--- src/rtl/ctrl_pkg.sv ---
// shared types of the core controller
// FSM state, PC source select toward fetch and the decode event code

package ctrl_pkg;

  //////////////////////////////////////////////////
  // controller FSM
  //////////////////////////////////////////////////

  typedef enum logic [2:0] {
    RESET,
    BOOT_SET,
    SLEEP,
    FIRST_FETCH,
    DECODE,
    FLUSH
  } ctrl_state_e;

  // PC source for the fetch stage
  // codes 1, 3, 6 and 7 are left free for other fetch sources
  typedef enum logic [2:0] {
    PC_BOOT      = 3'd0,
    PC_JUMP      = 3'd2,
    PC_EXCEPTION = 3'd4,
    PC_ERET      = 3'd5
  } pc_mux_e;

  // winning request in the decode stage
  typedef enum logic [2:0] {
    EV_NONE,
    EV_BRANCH,
    EV_JUMP,
    EV_INT,
    EV_MRET,
    EV_EXT,
    EV_FLUSH
  } dec_event_e;

endpackage

--- src/rtl/perf_pkg.sv ---
// performance counter definitions
// event indices and the APB register map of the counter block

package perf_pkg;

  // number of counted core events
  localparam int PERF_NUM = 4;

  // bit position of each strobe in the event vector
  typedef enum logic [1:0] {
    PERF_JUMP,
    PERF_JR_STALL,
    PERF_BR_STALL,
    PERF_LD_STALL
  } perf_idx_e;

  //////////////////////////////////////////////////
  // APB register map
  //////////////////////////////////////////////////

  localparam int APB_ADDR_W = 8;
  localparam int APB_DATA_W = 32;

  // counters sit one word apart starting at the base
  localparam logic [APB_ADDR_W-1:0] REG_CNT_BASE   = 8'h00;
  localparam int                    REG_CNT_STRIDE = 4;
  // write bit 0 to clear all counters
  localparam logic [APB_ADDR_W-1:0] REG_CLEAR      = 8'h10;

endpackage

--- src/rtl/ctrl_event_arbiter.sv ---
// decode stage request arbiter of the controller
// reduces the raw requests to one event code by fixed priority

module ctrl_event_arbiter (
  input  logic                  instr_valid_i,
  input  logic                  branch_set_i,
  input  logic                  jump_set_i,
  input  logic                  int_req_i,
  input  logic                  mret_insn_i,
  input  logic                  ext_req_i,
  input  logic                  instr_multicycle_i,
  input  logic                  branch_in_id_i,
  input  logic                  pipe_flush_i,
  output ctrl_pkg::dec_event_e  dec_event_o,
  output logic                  exc_pending_o,
  output logic                  exc_is_ext_o
);

  import ctrl_pkg::*;

  // external interrupt may only be taken between instructions
  logic ext_allowed;

  // no irq while a multicycle op or a branch occupies decode
  assign ext_allowed = ext_req_i & ~instr_multicycle_i & ~branch_in_id_i;

  always_comb begin
    dec_event_o = EV_NONE;
    if (instr_valid_i) begin
      // highest priority first
      if (branch_set_i) begin
        dec_event_o = EV_BRANCH;
      end else if (jump_set_i) begin
        dec_event_o = EV_JUMP;
      end else if (int_req_i) begin
        dec_event_o = EV_INT;
      end else if (mret_insn_i) begin
        dec_event_o = EV_MRET;
      end else if (ext_allowed) begin
        dec_event_o = EV_EXT;
      end else if (pipe_flush_i) begin
        // wfi style flush
        dec_event_o = EV_FLUSH;
      end
    end else if (ext_req_i) begin
      // empty decode stage so irq is taken without gating
      dec_event_o = EV_EXT;
    end
  end

  // pending exception as seen outside the decode stage
  assign exc_pending_o = int_req_i | ext_req_i;
  assign exc_is_ext_o  = ext_req_i;

endmodule

--- src/rtl/ctrl_fsm.sv ---
// main controller FSM of the two stage core
// drives PC select, exception handshakes, stalls and write enable gating

module ctrl_fsm (
  input  logic                  clk,
  input  logic                  rst_n,
  input  logic                  fetch_enable_i,
  input  logic                  id_ready_i,
  input  logic                  instr_valid_i,
  input  logic                  illegal_insn_i,
  input  ctrl_pkg::dec_event_e  dec_event_i,
  input  logic                  exc_pending_i,
  input  logic                  exc_is_ext_i,
  output logic                  instr_req_o,
  output logic                  ctrl_busy_o,
  output logic                  is_decoding_o,
  output logic                  deassert_we_o,
  output logic                  pc_set_o,
  output ctrl_pkg::pc_mux_e     pc_mux_o,
  output logic                  exc_ack_o,
  output logic                  irq_ack_o,
  output logic                  exc_save_if_o,
  output logic                  exc_save_id_o,
  output logic                  exc_restore_id_o,
  output logic                  halt_if_o,
  output logic                  halt_id_o
);

  import ctrl_pkg::*;

  ctrl_state_e state_q;
  ctrl_state_e state_d;

  //////////////////////////////////////////////////
  // next state and outputs
  //////////////////////////////////////////////////

  always_comb begin
    // defaults for a running core
    state_d          = state_q;
    instr_req_o      = 1'b1;
    ctrl_busy_o      = 1'b1;
    is_decoding_o    = 1'b0;
    pc_set_o         = 1'b0;
    pc_mux_o         = PC_BOOT;
    exc_ack_o        = 1'b0;
    irq_ack_o        = 1'b0;
    exc_save_if_o    = 1'b0;
    exc_save_id_o    = 1'b0;
    exc_restore_id_o = 1'b0;
    halt_if_o        = 1'b0;
    halt_id_o        = 1'b0;

    case (state_q)
      RESET: begin
        // idle until fetch is enabled
        instr_req_o = 1'b0;
        ctrl_busy_o = 1'b0;
        if (fetch_enable_i) begin
          state_d = BOOT_SET;
        end
      end

      BOOT_SET: begin
        // load boot address into fetch
        pc_set_o = 1'b1;
        pc_mux_o = PC_BOOT;
        state_d  = FIRST_FETCH;
      end

      SLEEP: begin
        instr_req_o = 1'b0;
        ctrl_busy_o = 1'b0;
        halt_if_o   = 1'b1;
        halt_id_o   = 1'b1;
        // wake on fetch enable or any interrupt
        if (fetch_enable_i || exc_pending_i) begin
          state_d = FIRST_FETCH;
        end
      end

      FIRST_FETCH: begin
        // wait for the first instruction to reach decode
        if (id_ready_i) begin
          state_d = DECODE;
        end
        // interrupt that woke us is taken here
        if (exc_pending_i) begin
          pc_set_o      = 1'b1;
          pc_mux_o      = PC_EXCEPTION;
          exc_ack_o     = 1'b1;
          irq_ack_o     = exc_is_ext_i;
          exc_save_if_o = 1'b1;
        end
      end

      DECODE: begin
        is_decoding_o = instr_valid_i;
        case (dec_event_i)
          EV_BRANCH, EV_JUMP: begin
            pc_set_o = 1'b1;
            pc_mux_o = PC_JUMP;
          end
          EV_INT: begin
            // synchronous exception saves the pc of decode
            pc_set_o      = 1'b1;
            pc_mux_o      = PC_EXCEPTION;
            exc_ack_o     = 1'b1;
            exc_save_id_o = 1'b1;
          end
          EV_MRET: begin
            pc_set_o         = 1'b1;
            pc_mux_o         = PC_ERET;
            exc_restore_id_o = 1'b1;
            // return into sleep when fetch is disabled
            if (!fetch_enable_i) begin
              halt_if_o = 1'b1;
              halt_id_o = 1'b1;
              state_d   = FLUSH;
            end
          end
          EV_EXT: begin
            // external irq saves the pc of fetch
            pc_set_o      = 1'b1;
            pc_mux_o      = PC_EXCEPTION;
            exc_ack_o     = 1'b1;
            irq_ack_o     = 1'b1;
            exc_save_if_o = 1'b1;
          end
          EV_FLUSH: begin
            halt_if_o = 1'b1;
            halt_id_o = 1'b1;
            state_d   = FLUSH;
          end
          default: begin
            // plain instruction flows through
          end
        endcase
      end

      FLUSH: begin
        // single bubble then resume or sleep
        halt_if_o = 1'b1;
        halt_id_o = 1'b1;
        state_d   = fetch_enable_i ? DECODE : SLEEP;
      end

      default: begin
        instr_req_o = 1'b0;
        state_d     = RESET;
      end
    endcase
  end

  // register file write is blocked unless a legal instruction decodes
  assign deassert_we_o = ~is_decoding_o | illegal_insn_i;

  always_ff @(posedge clk or negedge rst_n) begin
    if (!rst_n) begin
      state_q <= RESET;
    end else begin
      state_q <= state_d;
    end
  end

endmodule

--- src/rtl/perf_counters.sv ---
// wrapping counters for the core performance events
// one counter per strobe with a shared synchronous clear

module perf_counters #(
  parameter int CNT_WIDTH = 16
) (
  input  logic                                          clk,
  input  logic                                          rst_n,
  input  logic [perf_pkg::PERF_NUM-1:0]                 event_i,
  input  logic                                          clear_i,
  output logic [perf_pkg::PERF_NUM-1:0][CNT_WIDTH-1:0]  cnt_o
);

  import perf_pkg::*;

  logic [PERF_NUM-1:0][CNT_WIDTH-1:0] cnt_q;

  //////////////////////////////////////////////////
  // event counters
  //////////////////////////////////////////////////

  for (genvar g = 0; g < PERF_NUM; g++) begin : g_cnt
    always_ff @(posedge clk or negedge rst_n) begin
      if (!rst_n) begin
        cnt_q[g] <= '0;
      end else if (clear_i) begin
        // clear has priority over a strobe in the same cycle
        cnt_q[g] <= '0;
      end else if (event_i[g]) begin
        // wraps at the counter width
        cnt_q[g] <= cnt_q[g] + 1'b1;
      end
    end
  end

  // values go straight to the register block
  assign cnt_o = cnt_q;

endmodule

--- src/rtl/perf_apb_regs.sv ---
// APB slave for the performance counters
// read counter words and write the clear command, no wait states

module perf_apb_regs #(
  parameter int CNT_WIDTH = 16
) (
  input  logic                                          clk,
  input  logic                                          rst_n,
  input  logic                                          psel_i,
  input  logic                                          penable_i,
  input  logic                                          pwrite_i,
  input  logic [perf_pkg::APB_ADDR_W-1:0]               paddr_i,
  input  logic [perf_pkg::APB_DATA_W-1:0]               pwdata_i,
  input  logic [perf_pkg::PERF_NUM-1:0][CNT_WIDTH-1:0]  cnt_i,
  output logic [perf_pkg::APB_DATA_W-1:0]               prdata_o,
  output logic                                          pready_o,
  output logic                                          pslverr_o,
  output logic                                          clear_o
);

  import perf_pkg::*;

  logic                  setup;
  logic                  access;
  logic [APB_ADDR_W-1:0] cnt_off;
  logic                  cnt_hit;
  logic                  clr_hit;
  perf_idx_e             cnt_sel;
  logic [APB_DATA_W-1:0] rd_data;
  logic [APB_DATA_W-1:0] rdata_q;

  assign setup  = psel_i & ~penable_i;
  assign access = psel_i & penable_i;

  //////////////////////////////////////////////////
  // address decode
  //////////////////////////////////////////////////

  // offset wraps high for addresses below the base
  assign cnt_off = paddr_i - REG_CNT_BASE;
  assign cnt_hit = (cnt_off < APB_ADDR_W'(REG_CNT_STRIDE * PERF_NUM)) &&
                   (cnt_off[1:0] == 2'b00);
  assign clr_hit = (paddr_i == REG_CLEAR);
  assign cnt_sel = perf_idx_e'(cnt_off[3:2]);

  // zero extended counter word, clear register reads as zero
  assign rd_data = cnt_hit ? APB_DATA_W'(cnt_i[cnt_sel]) : '0;

  // read data is sampled during setup and shown in the access phase
  always_ff @(posedge clk or negedge rst_n) begin
    if (!rst_n) begin
      rdata_q <= '0;
    end else if (setup && !pwrite_i) begin
      rdata_q <= rd_data;
    end
  end

  assign prdata_o  = (access && !pwrite_i) ? rdata_q : '0;
  assign pready_o  = access;
  assign pslverr_o = access & ~(cnt_hit | clr_hit);
  // counters clear on the edge that ends the access phase
  assign clear_o   = access & pwrite_i & clr_hit & pwdata_i[0];

endmodule

--- src/rtl/ctrl_top.sv ---
// top of the core controller with its performance counters
// the core drives the decode requests and strobes, software reads over APB

module ctrl_top #(
  parameter int CNT_WIDTH = 16
) (
  input  logic                             clk,
  input  logic                             rst_n,
  input  logic                             fetch_enable_i,
  input  logic                             instr_valid_i,
  input  logic                             illegal_insn_i,
  input  logic                             mret_insn_i,
  input  logic                             pipe_flush_i,
  input  logic                             branch_set_i,
  input  logic                             jump_set_i,
  input  logic                             branch_in_id_i,
  input  logic                             instr_multicycle_i,
  input  logic                             int_req_i,
  input  logic                             ext_req_i,
  input  logic                             id_ready_i,
  // performance strobes
  input  logic                             jump_in_id_i,
  input  logic                             jump_stall_i,
  input  logic                             branch_stall_i,
  input  logic                             load_stall_i,
  // APB
  input  logic                             psel_i,
  input  logic                             penable_i,
  input  logic                             pwrite_i,
  input  logic [perf_pkg::APB_ADDR_W-1:0]  paddr_i,
  input  logic [perf_pkg::APB_DATA_W-1:0]  pwdata_i,
  output logic [perf_pkg::APB_DATA_W-1:0]  prdata_o,
  output logic                             pready_o,
  output logic                             pslverr_o,
  // controller outputs
  output logic                             instr_req_o,
  output logic                             ctrl_busy_o,
  output logic                             is_decoding_o,
  output logic                             deassert_we_o,
  output logic                             pc_set_o,
  output ctrl_pkg::pc_mux_e                pc_mux_o,
  output logic                             exc_ack_o,
  output logic                             irq_ack_o,
  output logic                             exc_save_if_o,
  output logic                             exc_save_id_o,
  output logic                             exc_restore_id_o,
  output logic                             halt_if_o,
  output logic                             halt_id_o
);

  import ctrl_pkg::*;
  import perf_pkg::*;

  dec_event_e                         dec_event;
  logic                               exc_pending;
  logic                               exc_is_ext;
  logic [PERF_NUM-1:0]                perf_event;
  logic [PERF_NUM-1:0][CNT_WIDTH-1:0] perf_cnt;
  logic                               perf_clear;

  //////////////////////////////////////////////////
  // controller
  //////////////////////////////////////////////////

  ctrl_event_arbiter arbiter_i (
    .instr_valid_i      (instr_valid_i),
    .branch_set_i       (branch_set_i),
    .jump_set_i         (jump_set_i),
    .int_req_i          (int_req_i),
    .mret_insn_i        (mret_insn_i),
    .ext_req_i          (ext_req_i),
    .instr_multicycle_i (instr_multicycle_i),
    .branch_in_id_i     (branch_in_id_i),
    .pipe_flush_i       (pipe_flush_i),
    .dec_event_o        (dec_event),
    .exc_pending_o      (exc_pending),
    .exc_is_ext_o       (exc_is_ext)
  );

  ctrl_fsm fsm_i (
    .clk              (clk),
    .rst_n            (rst_n),
    .fetch_enable_i   (fetch_enable_i),
    .id_ready_i       (id_ready_i),
    .instr_valid_i    (instr_valid_i),
    .illegal_insn_i   (illegal_insn_i),
    .dec_event_i      (dec_event),
    .exc_pending_i    (exc_pending),
    .exc_is_ext_i     (exc_is_ext),
    .instr_req_o      (instr_req_o),
    .ctrl_busy_o      (ctrl_busy_o),
    .is_decoding_o    (is_decoding_o),
    .deassert_we_o    (deassert_we_o),
    .pc_set_o         (pc_set_o),
    .pc_mux_o         (pc_mux_o),
    .exc_ack_o        (exc_ack_o),
    .irq_ack_o        (irq_ack_o),
    .exc_save_if_o    (exc_save_if_o),
    .exc_save_id_o    (exc_save_id_o),
    .exc_restore_id_o (exc_restore_id_o),
    .halt_if_o        (halt_if_o),
    .halt_id_o        (halt_id_o)
  );

  //////////////////////////////////////////////////
  // performance counters
  //////////////////////////////////////////////////

  // strobes placed by event index
  assign perf_event[PERF_JUMP]     = jump_in_id_i;
  assign perf_event[PERF_JR_STALL] = jump_stall_i;
  assign perf_event[PERF_BR_STALL] = branch_stall_i;
  assign perf_event[PERF_LD_STALL] = load_stall_i;

  perf_counters #(
    .CNT_WIDTH (CNT_WIDTH)
  ) counters_i (
    .clk     (clk),
    .rst_n   (rst_n),
    .event_i (perf_event),
    .clear_i (perf_clear),
    .cnt_o   (perf_cnt)
  );

  perf_apb_regs #(
    .CNT_WIDTH (CNT_WIDTH)
  ) apb_regs_i (
    .clk       (clk),
    .rst_n     (rst_n),
    .psel_i    (psel_i),
    .penable_i (penable_i),
    .pwrite_i  (pwrite_i),
    .paddr_i   (paddr_i),
    .pwdata_i  (pwdata_i),
    .cnt_i     (perf_cnt),
    .prdata_o  (prdata_o),
    .pready_o  (pready_o),
    .pslverr_o (pslverr_o),
    .clear_o   (perf_clear)
  );

endmodule

--- config.mk ---
export PLATFORM = sky130hd
export DESIGN_NAME = ctrl_top
export DESIGN_NICKNAME = d
export VERILOG_FILES = /design/src/rtl/ctrl_pkg.sv /design/src/rtl/perf_pkg.sv /design/src/rtl/ctrl_event_arbiter.sv /design/src/rtl/ctrl_fsm.sv /design/src/rtl/perf_counters.sv /design/src/rtl/perf_apb_regs.sv /design/src/rtl/ctrl_top.sv
export SDC_FILE = /design/constraint.sdc
export NUM_CORES = 1
export LEC_CHECK = 0
export ABC_AREA = 1
export BUFFER_PORTS_ARGS = -buffer_cell sky130_fd_sc_hd__buf_2
export CELL_PAD_IN_SITES_DETAIL_PLACEMENT = 1
export CELL_PAD_IN_SITES_GLOBAL_PLACEMENT = 1
export CORE_MARGIN = 5
export CORE_UTILIZATION = 37
export CTS_BUF_LIST = sky130_fd_sc_hd__clkbuf_2 sky130_fd_sc_hd__clkbuf_4 sky130_fd_sc_hd__clkbuf_8
export CTS_CLUSTER_SIZE = 20
export DETAILED_ROUTE_END_ITERATION = 12
export GPL_ROUTABILITY_DRIVEN = 0
export PLACE_DENSITY = 0.77
export SETUP_SLACK_MARGIN = 0.5
export SLEW_MARGIN = 20
export SYNTH_ARGS = -nofsm -noshare
export SYNTH_HDL_FRONTEND = slang
export SYNTH_SLANG_ARGS = --single-unit
--- constraint.sdc ---
create_clock -name clk -period 1.45 [get_ports clk]
set_input_delay 0.3625 -clock clk [delete_from_list [all_inputs] [get_ports clk]]
set_output_delay 0.3625 -clock clk [all_outputs]
set_load 0.02 [all_outputs]
==> impl_metrics.ini, run 1 <==
[floorplan]
die_w_um = 132
ioPinCount = 110
core.rowCount = 44
initial_utilization = 0.380
die_h_um = 132

[logic_synthesis]
async_flop_share = 1.00
synth_warnings = 0
netlist_top_cells_area = dfrtp_1 (37%), nand2_1 (9.4%), inv_1 (8.4%)
synthMostInstantiatedCell = nand2_1
synthTopCellsByCount = nand2_1 (139), inv_1 (124), dfrtp_1 (83)
synth_top_family_by_area = simple AND/OR/NAND/NOR gates
synthXorXnorAreaFrac = 0.00948
ys_types = 39
synth_top_area_share = 0.375
synth-edff-count = 0
ys_seq_area_frac = 0.375
netlist_area_mm2 = 0.00554
synth_compound_area_frac = 0.149
ys_seq_elements = 83
yosys.area_share.adder = 0.00903
yosysTopAreaCell = dfrtp_1
synth-simple-area-share = 0.323
syn_inst = 784
syn_area_per_cell_um2 = 7.07
muxShareOfSynthArea = 0
synthFlopType = dfrtp_1

[status]
haltStage = global routing (5_1_grt)
error = [ERROR GRT-0232] Routing congestion too high. Check the congestion heatmap in the GUI.
outcome = aborted with a tool error

[global_route]
antenna_found_initial = 3
grt_max_degree = 39
grt-ovfl-total = 351
grt_usage = 0.792

[placed_design]
post-place-cells = 1126
numPortBuffers = 62
dp_hpwl_mm = 16.4
dpl_cell_area_mm2 = 0.00744

[clocking]
clockBufferDepth = 2
clock-root-buffer = clkbuf_8
cts_buffers = 9
cts.sinks = 83
htreeDepth = 3

[timing]
endpoint_type = output port
grt-worst-endpoint = pc_set_o
## kinds of logic after synthesis
kind of cell,count (synthesis)
and+or+nand+nor,366
AOI/OAI and AO/OA,154
adders and majority gates,4
buffers and inverters,170
other,1
xor gates and xnor gates,6
DFF,83
## per-layer routing
| layer | global-route usage | GRT overflow |
|---|---|---|
| met1 | 0.766 | 2 |
| met2 | 0.959 | 226 |
| met3 | 0.643 | 0 |
| met4 | 0.856 | 122 |
| met5 | 0.194 | 1 |
## metrics by stage
| step | setup slack (ps) | hold slack [ps] | util |
|---|---|---|---|
| after floorplan | -163 | 66.9 | - |
| after global placement | -429 | 337 | 0.510 |
| after detailed placement | -510 | 332 | 0.510 |
| after CTS | -577 | -75.5 | 0.652 |
## what timing repair did
item / in CTS
endpoints found under the hold margin: 24
endpoints found under the setup margin: 116
gates resized for setup: 366
setup buffers: 72
gates cloned: 3
pin swaps: 105
==> inputs of run 2 (changes only) <==
CELL_PAD_IN_SITES_DETAIL_PLACEMENT = default   (was 1)
CELL_PAD_IN_SITES_GLOBAL_PLACEMENT = default   (was 1)
CORE_UTILIZATION = 25   (was 37)
CTS_BUF_LIST = default   (was sky130_fd_sc_hd__clkbuf_2 sky130_fd_sc_hd__clkbuf_4 sky130_fd_sc_hd__clkbuf_8)
CTS_CLUSTER_SIZE = default   (was 20)
PLACE_DENSITY = default   (was 0.77)
PLACE_DENSITY_LB_ADDON = 0.15   (was default)
SETUP_SLACK_MARGIN = default   (was 0.5)
clock period = 1.9 ns   (was 1.45 ns; I/O delays follow)
==> run 2 against run 1 <==
  * The flow now finishes, with violations (negative setup slack)
  * Area after synthesis stayed put
  * Synthesized cell count did not move
==> impl_metrics.ini, run 2 <==
[logic_synthesis]
synthTopCellsByCount = nand2_1 (139), inv_1 (124), dfrtp_1 (83)
async_flop_share = 1.00
synth_warnings = 0
synth-edff-count = 0
syn_area_per_cell_um2 = 7.07
ys_types = 39
netlist_area_mm2 = 0.00554
syn_inst = 784
netlist_top_cells_area = dfrtp_1 (37%), nand2_1 (9.4%), inv_1 (8.4%)
synthMostInstantiatedCell = nand2_1
ys_seq_area_frac = 0.375
yosysTopAreaCell = dfrtp_1
ys_seq_elements = 83
synth_top_area_share = 0.375
synthFlopType = dfrtp_1

[route]
num_vias = 5372
postRouteAntennaNets = 0
drt_iter0_drc = 292
avgRoutedWirePerCell_um = 15.1
viasPerCell = 4.58
drtPass1Iterations = 4
routed_wl_mm = 17.8
drcViolationCount = 0

[setup_path]
reg2regPathDepth = 7
worst-path-buf-inv = 2
max_stage_delay_ps = 380
cp.arrival_ps = 1580
path_max_fanout = 4
end_kind = output port
cp-start-kind = flip-flop
criticalPathCategory = reg -> out
crit_path_top_delay_cell = dfrtp_1
r2r_end = counters_i.cnt_o[38]$_DFFE_PN0P_
r2r-start = counters_i.cnt_o[33]$_DFFE_PN0P_
critical_path.most_common_cell = nand2_2
path_cells = inv_2 -> nand2_2 -> nor2_4 -> nand2_2 -> nor2_4 -> nand2_2 -> o21ai_1 -> buf_2
critical_path.top_delay_family = simple AND/OR/NAND/NOR gates
rrSetupSlack_ps = 220
required_ps = 1420
cp.depth = 8

[final_layout]
fin_util = 0.319
fillers = 2411
final_layout_size_suffix_gt1_frac = 0.224
largest_register_ffs = 64
areaGrowthSynthToFinish_pct = 25.5
layout_commonest_cell = nand2_1
layout.nets = 953
final_cell_mix = nand2_1 (128), inv_1 (117), dfrtp_1 (82), o21ai_0 (79), nor2_1 (70)
diodes = 0

[timing]
setup_slack_ps = -151
rsz0062_at_grt = yes
fin_crit_sh = 1.08
setup_viol = 13
fmax_ghz = 0.487
setup_tns_ps = -1450
hold_violations = 0
skew_ps = 9.46
fin_crit_ps = 2050
drv_slew = 0

[global_route]
grt_max_degree = 39
grt-ovfl-total = 0
antenna_found_initial = 0
grt_pass1_wl_mm = 29.0
grt_pass1_vias = 5326
grt_usage = 0.141

[floorplan]
die_h_um = 159
ioPinCount = 110
initial_utilization = 0.254
core_area_mm2 = 0.0218
die_area_mm2 = 0.0253
die_w_um = 159
core.rowCount = 54

[power]
power.leakage_nw = 3.46
finalPower_w = 0.00772
vdd.ir_drop.worst_mv = 0.463
powerDensity_mw_per_mm2 = 1110

[clocking]
cts.sinks = 83
clkLatencyLatePin_ps = 360
clock-root-buffer = clkbuf_16
htreeDepth = 3
clk_pin_slew_worst_paths_ps = 70
cts_tree = done
clockBufferDepth = 2
cts_buffers = 9
postCtsHoldBufs = 0

[status]
violations = negative setup slack
outcome = finished with violations

[flow_run]
cap_violations = 0

[placed_design]
dp_hpwl_mm = 13.9
numPortBuffers = 62

[min_path]
hp-class = in -> async
-- run 2: stage by stage --
step                      instance area [um^2]  hold slack [ps]  std cells  setup slack (ps)
after floorplan                           5600              179        799             -1.57
after global placement                    6450              397       1153              -204
after detailed placement                  6450              401       1153              -200
after CTS                                 6870             22.6       1172              -228
after global routing                      6960             30.2       1173              -237
final                                     6960             13.9       1173              -151
-- run 2: how the worst max path moves through the flow --
stage | startpoint | endpoint | slack [ps]
2_1_floorplan | penable_i | prdata_o[10] | -2
3_3_place_gp | int_req_i | irq_ack_o | -200
3_5_place_dp | int_req_i | irq_ack_o | -200
4_1_cts | fsm_i.state_q[1]$_DFFE_PN0P_ | pc_set_o | -230
5_1_grt | fsm_i.state_q[1]$_DFFE_PN0P_ | pc_set_o | -240
6_report | fsm_i.state_q[1]$_DFFE_PN0P_ | irq_ack_o | -150
-- run 2: what timing repair did --
item | CTS | global route
pin swaps | 8 | 17
endpoints found under the setup margin | 18 | 17
resized for setup | 35 | 32
hold endpoints to repair | 0 | 0
setup buffers | 3 | 2
-- run 2: logic make-up after synthesis --
family                   count (synthesis)  synth area share
XOR/XNOR                                 6           0.00948
flip-flops                              83             0.375
buffers and inverters                  170             0.135
AO/OA/AOI/OAI                          154             0.149
adder cells (fa/ha/maj)                  4           0.00903
AND/OR/NAND/NOR                        366             0.322
other                                    1          0.000676
-- run 2: power by group --
| group | internal [W] | switching (W) |
|---|---|---|
| Sequential | 0.00227 | 0.000669 |
| Combinational | 0.00110 | 0.00184 |
| Clock | 0.00103 | 0.000816 |
-- run 2: worst reg2reg max path: cells and delay by family, from the launching register on --
| family | cells | cell delay, ps |
|---|---|---|
| DFF | 1 | 460 |
| and+or+nand+nor | 4 | 490 |
| AOI/OAI and AO/OA | 1 | 270 |
| adders and majority gates | 1 | 260 |
| buffers and inverters | 1 | 90 |
-- run 2: cell type report --
type / count / area (um^2) / area share
Multi-Input combinational cell: 546 / 2870 / 0.412
Sequential cell: 83 / 2080 / 0.299
Timing Repair Buffer: 118 / 870 / 0.125
Inverter: 130 / 493 / 0.0708
Tap cell: 280 / 350 / 0.0503
Clock buffer: 9 / 225 / 0.0324
Clock inverter: 7 / 76.3 / 0.0110
-- run 2: metal layers --
layer  global-route usage  share of wire
met1                0.205           0.50
met2                0.218           0.45
met3               0.0238          0.030
met4               0.0345          0.014
met5                    0              0
Note: power is estimated with default switching activity, not from simulation.
